[config.mk]
export PLATFORM = sky130hd
export DESIGN_NAME = vision_steer_top
export DESIGN_NICKNAME = d
export VERILOG_FILES = /design/src/source/tracker_pkg.sv /design/src/source/vision_steer_top.sv /design/src/source/drive_fsm.sv /design/src/source/direction_classifier.sv /design/src/source/target_finder.sv /design/src/source/tracker_regs.sv
export VERILOG_INCLUDE_DIRS = /design/src /design/src/source
export SDC_FILE = /design/constraint.sdc
export NUM_CORES = 1
export LEC_CHECK = 0
export BUFFER_PORTS_ARGS = -buffer_cell sky130_fd_sc_hd__clkbuf_2
export CAP_MARGIN = 20
export CORE_MARGIN = 5
export CORE_UTILIZATION = 50
export CTS_BUF_LIST = sky130_fd_sc_hd__clkbuf_8 sky130_fd_sc_hd__clkbuf_16
export DETAILED_ROUTE_END_ITERATION = 10
export PLACE_DENSITY = 0.8
export SLEW_MARGIN = 20
export SYNTH_ARGS = -nofsm -noshare
export SYNTH_HDL_FRONTEND = slang
export SYNTH_SLANG_ARGS = --single-unit
[constraint.sdc]
create_clock -name clk -period 11.8 [get_ports clk]
set_input_delay 1.18 -clock clk [delete_from_list [all_inputs] [get_ports clk]]
set_output_delay 1.18 -clock clk [all_outputs]
set_load 0.1 [all_outputs]
[src/source/tracker_config.svh]
//------------------------------------------------
// build constants for the orange tracker core
// include where frame geometry, reset thresholds
// or counter widths are needed
//------------------------------------------------
`ifndef TRACKER_CONFIG_SVH
`define TRACKER_CONFIG_SVH

// active pixels in one line
`define TRK_H_ACTIVE 24
// pixels in each third of a line
`define TRK_THIRD 8

// per-third frame counter width
`define TRK_CNT_W 16

// reset thresholds in 8-bit channel units
`define TRK_RED_MIN_RST 8'd160
`define TRK_GREEN_MAX_RST 8'd144
`define TRK_BLUE_MAX_RST 8'd96

// minimum orange count, register units
`define TRK_MIN_CNT_RST 8'd8
// register value is scaled up by this shift
`define TRK_MIN_CNT_SHIFT 2

`endif
[src/source/tracker_pkg.sv]
//------------------------------------------------
// shared types for the orange tracker core
// video, threshold and decision structs plus the
// direction, command and drive state enums
//------------------------------------------------
package tracker_pkg;

  // expanded pixel, 8 bits per channel
  typedef struct packed {
    logic [7:0] r;
    logic [7:0] g;
    logic [7:0] b;
  } pixel_t;

  // pixel plus its timing bits
  typedef struct packed {
    pixel_t pix;
    logic   active;
    logic   frame_end;
  } video_t;

  // programmable orange rule
  typedef struct packed {
    logic [7:0] red_min;
    logic [7:0] green_max;
    logic [7:0] blue_max;
    logic [7:0] min_cnt;
  } thresh_t;

  typedef enum logic [1:0] {
    dir_none,
    dir_left,
    dir_center,
    dir_right
  } direction_e;

  // valid pulses once per frame
  typedef struct packed {
    logic       valid;
    direction_e dir;
    logic       detected;
  } decision_t;

  // decoded remote buttons
  typedef enum logic [2:0] {
    cmd_stop,
    cmd_forward,
    cmd_left,
    cmd_right,
    cmd_auto,
    cmd_reverse
  } ir_cmd_e;

  typedef enum logic [2:0] {
    drv_stop,
    drv_forward,
    drv_left,
    drv_right,
    drv_reverse
  } drive_state_e;

endpackage

[src/source/vision_steer_top.sv]
//------------------------------------------------
// pixel processing and steering core, top level
// pixel stream and remote commands in, marked
// video, decision and drive state out
//------------------------------------------------
module vision_steer_top (
  input  logic                      clk,
  input  logic                      rst_n,
  input  logic [11:0]               raw_pix,
  input  logic                      raw_active,
  input  logic                      raw_frame_end,
  input  logic                      cfg_we,
  input  logic [1:0]                cfg_addr,
  input  logic [7:0]                cfg_data,
  input  logic                      ir_valid,
  input  tracker_pkg::ir_cmd_e      ir_cmd,
  output tracker_pkg::video_t       vid_out,
  output tracker_pkg::decision_t    dec,
  output tracker_pkg::drive_state_e drive_state,
  output logic                      auto_mode
);

  import tracker_pkg::*;

  // thresholds shared by both vision blocks
  thresh_t thr;
  logic    is_orange;

  tracker_regs u_regs (
    .clk      (clk),
    .rst_n    (rst_n),
    .cfg_we   (cfg_we),
    .cfg_addr (cfg_addr),
    .cfg_data (cfg_data),
    .thr      (thr)
  );

  // marker overlay, flag aligned with vid_out
  target_finder u_finder (
    .clk           (clk),
    .rst_n         (rst_n),
    .raw_pix       (raw_pix),
    .raw_active    (raw_active),
    .raw_frame_end (raw_frame_end),
    .thr           (thr),
    .vid_out       (vid_out),
    .is_orange     (is_orange)
  );

  direction_classifier u_classifier (
    .clk       (clk),
    .rst_n     (rst_n),
    .vid_in    (vid_out),
    .is_orange (is_orange),
    .thr       (thr),
    .dec       (dec)
  );

  drive_fsm u_drive (
    .clk         (clk),
    .rst_n       (rst_n),
    .ir_valid    (ir_valid),
    .ir_cmd      (ir_cmd),
    .dec         (dec),
    .drive_state (drive_state),
    .auto_mode   (auto_mode)
  );

endmodule

[src/source/drive_fsm.sv]
//------------------------------------------------
// drive state machine of the rover
// remote commands set manual moves or auto mode
// in auto mode camera decisions steer the state
//------------------------------------------------
module drive_fsm (
  input  logic                      clk,
  input  logic                      rst_n,
  input  logic                      ir_valid,
  input  tracker_pkg::ir_cmd_e      ir_cmd,
  input  tracker_pkg::decision_t    dec,
  output tracker_pkg::drive_state_e drive_state,
  output logic                      auto_mode
);

  import tracker_pkg::*;

  drive_state_e state_d;
  logic         auto_d;

  always_comb begin
    state_d = drive_state;
    auto_d  = auto_mode;
    // remote has priority over the camera
    if (ir_valid) begin
      case (ir_cmd)
        cmd_stop: begin
          auto_d  = 1'b0;
          state_d = drv_stop;
        end
        cmd_forward: begin
          auto_d  = 1'b0;
          state_d = drv_forward;
        end
        cmd_left: begin
          auto_d  = 1'b0;
          state_d = drv_left;
        end
        cmd_right: begin
          auto_d  = 1'b0;
          state_d = drv_right;
        end
        cmd_reverse: begin
          auto_d  = 1'b0;
          state_d = drv_reverse;
        end
        cmd_auto: begin
          // keep moving as before until a decision arrives
          auto_d = 1'b1;
        end
        default: begin
        end
      endcase
    end else if (auto_mode && dec.valid) begin
      case (dec.dir)
        dir_left:   state_d = drv_left;
        dir_right:  state_d = drv_right;
        dir_center: state_d = drv_forward;
        // target lost
        default:    state_d = drv_stop;
      endcase
    end
  end

  always_ff @(posedge clk or negedge rst_n) begin
    if (!rst_n) begin
      drive_state <= drv_stop;
      auto_mode   <= 1'b0;
    end else begin
      drive_state <= state_d;
      auto_mode   <= auto_d;
    end
  end

  // motor driver decodes only the five defined states
  a_state_legal: assert property (
    @(posedge clk) disable iff (!rst_n)
    drive_state inside {drv_stop, drv_forward, drv_left, drv_right, drv_reverse}
  );

endmodule

[src/source/direction_classifier.sv]
//------------------------------------------------
// counts orange pixels per third of the line over
// a frame, decides steering direction at frame end
// dec.valid pulses one cycle after vid_in.frame_end
//------------------------------------------------
`include "tracker_config.svh"

module direction_classifier (
  input  logic                   clk,
  input  logic                   rst_n,
  input  tracker_pkg::video_t    vid_in,
  input  logic                   is_orange,
  input  tracker_pkg::thresh_t   thr,
  output tracker_pkg::decision_t dec
);

  import tracker_pkg::*;

  localparam int col_w = $clog2(`TRK_H_ACTIVE + 1);
  // sum of three counters needs two extra bits
  localparam int tot_w = `TRK_CNT_W + 2;

  logic [col_w-1:0]      col;
  logic [`TRK_CNT_W-1:0] cnt_left;
  logic [`TRK_CNT_W-1:0] cnt_center;
  logic [`TRK_CNT_W-1:0] cnt_right;
  logic [tot_w-1:0]      cnt_total;
  logic [tot_w-1:0]      cnt_min;
  direction_e            third;
  direction_e            dir_pick;
  logic                  hit;
  logic                  found;

  // counter that sticks at all ones
  function automatic logic [`TRK_CNT_W-1:0] sat_inc(
    input logic [`TRK_CNT_W-1:0] cnt,
    input logic                  en
  );
    return (en && (cnt != '1)) ? cnt + 1'b1 : cnt;
  endfunction

  assign hit = vid_in.active && is_orange;

  // which third the current column falls in
  always_comb begin
    if (col < `TRK_THIRD) begin
      third = dir_left;
    end else if (col < (2 * `TRK_THIRD)) begin
      third = dir_center;
    end else begin
      third = dir_right;
    end
  end

  // column position, restarts every line
  always_ff @(posedge clk or negedge rst_n) begin
    if (!rst_n) begin
      col <= '0;
    end else if (vid_in.active) begin
      col <= col + 1'b1;
    end else begin
      col <= '0;
    end
  end

  // frame counters, cleared when the decision is taken
  always_ff @(posedge clk or negedge rst_n) begin
    if (!rst_n) begin
      cnt_left   <= '0;
      cnt_center <= '0;
      cnt_right  <= '0;
    end else if (vid_in.frame_end) begin
      cnt_left   <= '0;
      cnt_center <= '0;
      cnt_right  <= '0;
    end else begin
      cnt_left   <= sat_inc(cnt_left, hit && (third == dir_left));
      cnt_center <= sat_inc(cnt_center, hit && (third == dir_center));
      cnt_right  <= sat_inc(cnt_right, hit && (third == dir_right));
    end
  end

  assign cnt_total = tot_w'(cnt_left) + tot_w'(cnt_center) + tot_w'(cnt_right);
  assign cnt_min   = tot_w'(thr.min_cnt) << `TRK_MIN_CNT_SHIFT;
  assign found     = (cnt_total >= cnt_min);

  // largest third wins
  // ties go centre, then left, then right
  always_comb begin
    if ((cnt_center >= cnt_left) && (cnt_center >= cnt_right)) begin
      dir_pick = dir_center;
    end else if (cnt_left >= cnt_right) begin
      dir_pick = dir_left;
    end else begin
      dir_pick = dir_right;
    end
  end

  always_ff @(posedge clk or negedge rst_n) begin
    if (!rst_n) begin
      dec <= '{valid: 1'b0, dir: dir_none, detected: 1'b0};
    end else begin
      dec.valid <= vid_in.frame_end;
      if (vid_in.frame_end) begin
        dec.detected <= found;
        dec.dir      <= found ? dir_pick : dir_none;
      end
    end
  end

  // one decision per frame end pulse
  a_dec_single_pulse: assert property (
    @(posedge clk) disable iff (!rst_n)
    dec.valid |=> !dec.valid
  );

  // lines longer than the build geometry would land in the wrong third
  a_col_in_line: assert property (
    @(posedge clk) disable iff (!rst_n)
    vid_in.active |-> (col < `TRK_H_ACTIVE)
  );

endmodule

[src/source/target_finder.sv]
//------------------------------------------------
// pixel stage of the tracker
// expands rgb444, flags orange pixels and paints
// them green, one register of latency
//------------------------------------------------
module target_finder (
  input  logic                 clk,
  input  logic                 rst_n,
  input  logic [11:0]          raw_pix,
  input  logic                 raw_active,
  input  logic                 raw_frame_end,
  input  tracker_pkg::thresh_t thr,
  output tracker_pkg::video_t  vid_out,
  output logic                 is_orange
);

  import tracker_pkg::*;

  // marker colour on the video output
  localparam pixel_t marker_pix = '{r: 8'h00, g: 8'hff, b: 8'h00};

  pixel_t exp_pix;
  pixel_t mark_pix;
  logic   orange_hit;

  // registered outputs
  pixel_t pix_q;
  logic   active_q;
  logic   frame_end_q;
  logic   orange_q;

  // nibble replication, x becomes 17 * x
  assign exp_pix = '{
    r: {raw_pix[11:8], raw_pix[11:8]},
    g: {raw_pix[7:4], raw_pix[7:4]},
    b: {raw_pix[3:0], raw_pix[3:0]}
  };

  // orange rule
  // red strong and above green, green and blue capped
  assign orange_hit = raw_active
                   && (exp_pix.r >= thr.red_min)
                   && (exp_pix.g <= thr.green_max)
                   && (exp_pix.b <= thr.blue_max)
                   && (exp_pix.r > exp_pix.g);

  always_comb begin
    if (!raw_active) begin
      // blanking goes out black
      mark_pix = '0;
    end else if (orange_hit) begin
      mark_pix = marker_pix;
    end else begin
      mark_pix = exp_pix;
    end
  end

  // timing and flag
  always_ff @(posedge clk or negedge rst_n) begin
    if (!rst_n) begin
      active_q    <= 1'b0;
      frame_end_q <= 1'b0;
      orange_q    <= 1'b0;
    end else begin
      active_q    <= raw_active;
      frame_end_q <= raw_frame_end;
      orange_q    <= orange_hit;
    end
  end

  // pixel payload
  always_ff @(posedge clk) begin
    pix_q <= mark_pix;
  end

  assign vid_out   = '{pix: pix_q, active: active_q, frame_end: frame_end_q};
  assign is_orange = orange_q;

  // classifier relies on the flag never firing in blanking
  a_orange_in_active: assert property (
    @(posedge clk) disable iff (!rst_n)
    is_orange |-> vid_out.active
  );

endmodule

[src/source/tracker_regs.sv]
//------------------------------------------------
// threshold registers for the orange detector
// written one byte at a time through cfg_we
//------------------------------------------------
`include "tracker_config.svh"

module tracker_regs (
  input  logic                clk,
  input  logic                rst_n,
  input  logic                cfg_we,
  input  logic [1:0]          cfg_addr,
  input  logic [7:0]          cfg_data,
  output tracker_pkg::thresh_t thr
);

  // register map
  localparam logic [1:0] addr_red_min   = 2'd0;
  localparam logic [1:0] addr_green_max = 2'd1;
  localparam logic [1:0] addr_blue_max  = 2'd2;
  localparam logic [1:0] addr_min_cnt   = 2'd3;

  // write lands on the strobe edge
  // so the new value is seen next cycle
  always_ff @(posedge clk or negedge rst_n) begin
    if (!rst_n) begin
      thr.red_min   <= `TRK_RED_MIN_RST;
      thr.green_max <= `TRK_GREEN_MAX_RST;
      thr.blue_max  <= `TRK_BLUE_MAX_RST;
      thr.min_cnt   <= `TRK_MIN_CNT_RST;
    end else if (cfg_we) begin
      case (cfg_addr)
        addr_red_min: begin
          thr.red_min <= cfg_data;
        end
        addr_green_max: begin
          thr.green_max <= cfg_data;
        end
        addr_blue_max: begin
          thr.blue_max <= cfg_data;
        end
        addr_min_cnt: begin
          // scaled by the classifier
          thr.min_cnt <= cfg_data;
        end
        default: begin
        end
      endcase
    end
  end

  // a write to an unknown address would corrupt a threshold silently
  a_cfg_addr_known: assert property (
    @(posedge clk) disable iff (!rst_n)
    cfg_we |-> !$isunknown(cfg_addr)
  );

endmodule

**Word level (Yosys, flattened, before mapping)**

Cells that the tools add are included.

- Input bits: 31
- Bits in registers: 120
- Output and inout port bits: 34
- Bits in latches: 0
- Memory bits (read-only): 0
- Memories: 0
- Logic and storage cells: 100
- Bits in writable memories: 0

- Mux-type cells: 18
- Multipliers: 0
- Divide/modulo/power cells: 0
- Bitwise operators: 1
- Add/subtract/negate cells: 6
- Eq/ne operators: 18
- Shifts and indexed selects: 0
- Reductions and logical operators: 28
- $lt $le $gt $ge: 10

Operators with widths:

| kind | number |
|---|---|
| two-way mux 16 bit | 7 |
| adder 16 x 1 -> 16 bit, second input constant | 3 |
| greater-or-equal comparator 16 bit | 3 |
| inequality test 16 bit, second input constant | 3 |
| adder 18 x 16 -> 18 bit | 1 |
| greater-or-equal comparator 18 x 10 -> 1 bit | 1 |
| adder 16 x 16 -> 17 bit | 1 |
| less-or-equal comparator 8 bit | 2 |
| one-hot mux 3 bit (5 select lines) | 1 |
| logical AND 1 bit | 13 |
| equality test 2 bit, second input constant | 6 |
| AND reduction 2 bit | 6 |
| nonzero test 2 bit | 5 |
| greater-or-equal comparator 8 bit | 1 |
| > comparator 8 bit | 1 |
| two-way mux 2 bit | 4 |
| equality test 2 x 1 -> 1 bit, second input constant | 3 |
| equality test 3 x 2 -> 1 bit, second input constant | 2 |
| equality test 3 bit, second input constant | 2 |
| two-way mux 3 bit | 2 |
| inequality test 6 x 1 -> 1 bit, second input constant | 1 |
| one-hot mux 2 bit (3 select lines) | 1 |
| adder 5 x 1 -> 5 bit, second input constant | 1 |
| less-than comparator 5 x 4 -> 1 bit, second input constant | 1 |
| 10 further kinds | 10 |

**Longest topological paths before layout**

- Word-level depth: 8
- Gate-level depth with buffers: 21
- Mapped depth without buffers: 21

**Modules after synthesis**

From an unflattened synthesis, not the netlist that was laid out.

- Cells, all modules: 795
- Area total of the unflattened synthesis: 7852.5 um^2

By module, submodules not included:

| module | area an instance (um^2) | instances | cells an instance | sequential area each (um^2) |
|---|---|---|---|---|
| direction_classifier | 5122.4 | 1 | 559 | 1426.4 |
| target_finder | 1275.0 | 1 | 146 | 315.3 |
| tracker_regs | 1221.2 | 1 | 68 | 809.5 |
| drive_fsm | 234.0 | 1 | 22 | 100.1 |

**Worst setup path after synthesis**

OpenSTA, ideal clock, no wires.

- Path type: register to register
- Start point: register u_classifier.cnt_left[0]
- End point: register, netlist name u_classifier.dec[2]
- Path buffers: 0
- Setup slack: 7631 ps
- Arrival: 4050 ps
- Library setup time: 119 ps
- Cell stages (with the launch flop): 21
- Period minus slack after synthesis: 4169 ps
- Required time: 11681 ps
- Cell sequence: dfrtp_1 -> ha_1 -> inv_1 -> fa_1 -> o21ba_2 -> o211ai_1 -> a21oi_1 -> xnor2_1 -> ha_1 -> o21ai_0 -> nand2b_1 -> and2_1 -> a221oi_1 -> xnor2_1 -> ha_1 -> a22oi_1 -> o2111ai_1 -> a311oi_1 -> nand4_1 -> o41ai_1 -> o21ba_1

- Longest elaborated chain between the ends: 4
- Elaborated cells between the ends (all ways): 9
- Those cells by class: 2 x add/sub; 3 x order compare; 3 x mux; 1 x reduce/logical

RTL lines:

| element | RTL line | RTL |
|---|---|---|
| from (decl) | direction_classifier.sv:24 | `` logic [`TRK_CNT_W-1:0] cnt_left; `` |
| from (signal assigned) | direction_classifier.sv:77 | `cnt_left <= sat_inc(cnt_left, hit && (third == dir_left));` |
| adder 16 x 16 -> 17 bit (tied with other cells) | direction_classifier.sv:83 | `assign cnt_total = tot_w'(cnt_left) + tot_w'(cnt_center) + tot_w'(cnt_right);` |
| adder 18 x 16 -> 18 bit (tied with other cells) | direction_classifier.sv:83 |  |
| greater-or-equal comparator 18 x 10 -> 1 bit / two-way mux 2 bit (equally long branches) | direction_classifier.sv:85, direction_classifier.sv:90 |  |
| two-way mux 2 bit * | direction_classifier.sv:106 | `dec.dir <= found ? dir_pick : dir_none;` |

Every way passes the cells marked *; elsewhere a longest branch is shown, timed or not.
A chain may end at the register's enable or synchronous reset.

**Worst setup path after layout**

- Start point: register u_classifier.cnt_left[0]
- End point: register, netlist name u_classifier.dec[2]

- Longest elaborated chain between the ends: 4
- Elaborated cells between the ends (all ways): 9
- Those cells by class: 2 x add/sub; 3 x order compare; 3 x mux; 1 x reduce/logical

RTL lines:

| element | RTL line |
|---|---|
| adder 16 x 16 -> 17 bit (tied with other cells) | direction_classifier.sv:83 |
| adder 18 x 16 -> 18 bit (tied with other cells) | direction_classifier.sv:83 |
| greater-or-equal comparator 18 x 10 -> 1 bit / two-way mux 2 bit (equally long branches) | direction_classifier.sv:85, direction_classifier.sv:90 |
| two-way mux 2 bit * | direction_classifier.sv:106 |

Marks and branches as above.

==> flow_metrics.tcl <==
set metrics [dict create \
    yosys.area.top_type "sky130_fd_sc_hd__dfrtp_1" \
    drt.antenna.violating_nets 0 \
    postSynthRegisterBits 108 \
    p_int_uw 609 \
    die_area_um2 18800 \
    synth.yosys.seq_area_share_pct 32.8 \
    power.density_cell_area_nw_per_um2 103 \
    reg2reg_depth 20 \
    hpwlAfterDp_um 14500 \
    cp.buffers_inverters 1 \
    placement.io_buffers 64 \
    critical_path.startpoint_type "flop" \
    dr.pass1.iters 6 \
    hold_violations 0 \
    final_layout_size_suffix_gt1_share_pct 13.1 \
    post_cts_resized 0 \
    clock_skew_ns 0.0117 \
    tightest_slew_ns 1.04 \
    drv.max_cap_violation_count 0 \
    static-leakage-power_uw 0.00432 \
    synth.area.mux_share_pct 3.89 \
    clock_tree_from_tritoncts "built" \
    cp_num_cells 20 \
    worstPathMaxFanout 6 \
    critPathMaxStageDelay_ns 0.44 \
    max-vdd-ir-drop_uv 65.7 \
    total_switching_power_uw 297 \
    floorplan.initialDensity_pct 50.9 \
    finalSetupViolCount 0 \
    initialDrtViolationCount 545 \
    synth_async_reset_ratio_pct 88.9 \
    synthDistinctLibCells 61 \
    yosys.area_share.adder_pct 19.1 \
    fin_nets 1094 \
    clock_buffer_count_from_cts 9 \
    drcViolationCount 0 \
    ctsLongestPathBuffers 2 \
    final_tns_setup_ns 0 \
    route.detailed.wl_per_inst_um 16.1 \
    worst-setup-path-type "flop to flop" \
    ys_top_cells_by_area "sky130_fd_sc_hd__dfrtp_1 28%, sky130_fd_sc_hd__ha_1 19%, sky130_fd_sc_hd__xnor2_1 5.6%" \
    clk_root_buffer_cell "sky130_fd_sc_hd__clkbuf_16" \
    power.combinational.fraction_pct 20.6 \
    globalRoute.totalOverflow 0 \
    fmaxAchievable_mhz 212 \
    rows 46 \
    routed_wl_um 18700 \
    grt_pass1_wl_um 31200 \
    fp.coreArea_um2 15900 \
    largest_family_of_logic_cells_by_synthesized_area "adder cells" \
    synthTopCellsByCount "120 x sky130_fd_sc_hd__ha_1, 91 x sky130_fd_sc_hd__inv_1, 89 x sky130_fd_sc_hd__dfrtp_1" \
    final_min_period_over_clock_period_pct 39.9 \
    globalplace.congestion 0.921 \
    worst_endpoint_required_time_ns 12.07 \
    critical_path_s_most_frequent_cell "sky130_fd_sc_hd__ha_1" \
    critical_path_cell_by_cell "ha_1 -> inv_1 -> fa_1 -> o21ba_2 -> o211ai_1 -> a21oi_1 -> xnor2_1 -> ha_1 -> o21ai_0 -> nand2b_1 -> and2_1 -> a221oi_1 -> xnor2_1 -> ha_1 -> a22oi_1 -> o2111ai_1 -> a311oi_1 -> nand4_1 -> o41ai_1 -> o21ba_1" \
    setup_crit_start "u_classifier.cnt_left[0]" \
    critPathSlowestCell "sky130_fd_sc_hd__dfrtp_1" \
    cts.clk_slew.worst_paths_ns 0.08 \
    gr-usage-all-layers_pct 20.9 \
    synth_fp_nets 1041 \
    clock_sinks 108 \
    critical_path.endpoint_type "flop" \
    synthCells 888 \
    grt_antenna_before_repair 0 \
    hold_path.class "flop to flop" \
    reg2reg_from "u_classifier.cnt_left[0]" \
    post_synth_edffs 0 \
    syn_area_um2 8080 \
    synth_compound_gate_area_share_pct 14.3 \
    grt_pass1_vias 6382 \
    post_cts_hold_buffer_count 0 \
    via_count 6425 \
    synthesis.area_per_instance_um2 9.10 \
    cts_setup_buffers 0 \
    library_cell_with_the_highest_instance_count_after_synthesis "sky130_fd_sc_hd__ha_1" \
    outcome "completed" \
    hold_path_depth 1 \
    critical_path.top_delay_family "compound AO/OA/AOI/OAI gates" \
    yosys.area_share.xor_xnor_pct 7.26 \
    synth_simple_gate_area_share_pct 16.7 \
    rel_slew_slack_pct 30.8 \
    synth_top_area_share_pct 27.6 \
    chipHeight_um 137 \
    cts-htree-levels 3 \
    min_period_ns 4.71 \
    whs_ns 0.469 \
    die_w_um 137 \
    sequential_power_share_pct 46.0 \
    crit_arrival_ns 4.98 \
    antenna_cells 0 \
    slew_violations 0 \
    post_drt_via_cell_ratio 5.53 \
    synth-warning-count 0 \
    power.switching_fraction_pct 32.8 \
    clock_power_share_pct 33.5 \
    holdCritStartpoint "u_classifier.col[0]" \
    clk_latency_ns 0.37 \
    grt_max_degree 71 \
    io_pins 65 \
    unrepaired_setup_endpoints_after_global_routing "false" \
    synth_ff_type "sky130_fd_sc_hd__dfrtp_1" \
    syn2layout_area_growth_pct 9.35 \
]
==> power by group through the flow <==
stage	Sequential, µW	Combinational (µW)	Clock [µW]
2_1_floorplan	457	109	0
6_report	416	186	303
4_1_cts	416	188	306
3_5_place_dp	424	187	0
3_3_place_gp	422	181	0
5_1_grt	420	205	322
==> worst paths after layout <==
path,end,slack [ns]
max in group asynchronous,u_classifier.cnt_center[2],9.85
hold reg to reg,u_classifier.col[0],0.47
hold / removal,u_classifier.col[0],0.47
setup / recovery,u_classifier.dec[2],7.09
min in group asynchronous,u_classifier.cnt_left[11],0.71
setup reg to reg,u_classifier.dec[2],7.09
==> metal layers <==
metal | share of wire, % | vias to the layer above | GRT usage [%] | routed length [µm]
met2 | 46 | 149 | 34.0 | 8680
li1 | - | 3203 | - | -
met3 | 4.5 | 35 | 3.90 | 845
met1 | 46 | 3038 | 27.5 | 8660
met5 | 0 | - | 0 | 0
met4 | 2.8 | 0 | 8.26 | 520
==> metrics by stage <==
stage                     instances  utilization, %  setup slack (ns)  power, µW  area (µm²)
after detailed placement       1146            53.8              7.15        611        8550
after global placement         1146            53.8              7.35        603        8550
after CTS                      1162            55.6              7.10        910        8840
after floorplan                 888               -              7.63        566        8080
final                          1162            55.6              7.09        906        8840
after global routing           1162            55.6              6.70        947        8840
==> state kept, by name (all words and copies together), names as in the netlist <==
signal,flops
u_classifier.col,5
u_regs.thr,32
u_finder.frame_end_q,1
u_classifier.cnt_center,16
u_classifier.dec,4
u_finder.is_orange,1
u_finder.vid_out,12
u_finder.active_q,1
u_drive.auto_mode,1
u_classifier.cnt_right,16
u_drive.drive_state,3
u_classifier.cnt_left,16
==> cell usage in the layout, fill, tap and decap left out, drive strengths merged, types with 13 or more instances in the layout <==
cell type / instances
ha: 120
inv: 94
dfrtp: 89
nor2: 81
clkbuf: 73
xnor2: 52
nand2: 49
a21oi: 47
o21ai: 42
mux2: 27
nand3: 24
nor3: 21
a21o: 19
and2: 17
xor2: 15
a211oi: 14
nand4: 14
nor2b: 13
==> worst reg2reg max path, delay by kind of cell (launching register included) <==
family,cells,cell delay [ns]
AO/OA/AOI/OAI,10,2.10
adder cells (fa/ha/maj),4,1.24
AND/OR/NAND/NOR,3,0.46
flip-flops,1,0.44
XOR/XNOR,2,0.31
buffers and inverters,1,0.06
==> kinds of logic after synthesis <==
family          count (synthesis)
fa+ha+maj                     122
simple gates                  269
compound gates                179
flops                         108
mux                            28
xor+xnor                       67
buf+inv                       115
==> area by class of cell <==
class	count	area, µm²
clock buffers	10	239
clock inverters	6	50.0
fillers	1395	7050
inverters	91	342
multi-input cells	665	4940
flip-flops and latches	108	2650
well taps	216	270
repair buffers	66	338
(Power assumes the default switching activity.)
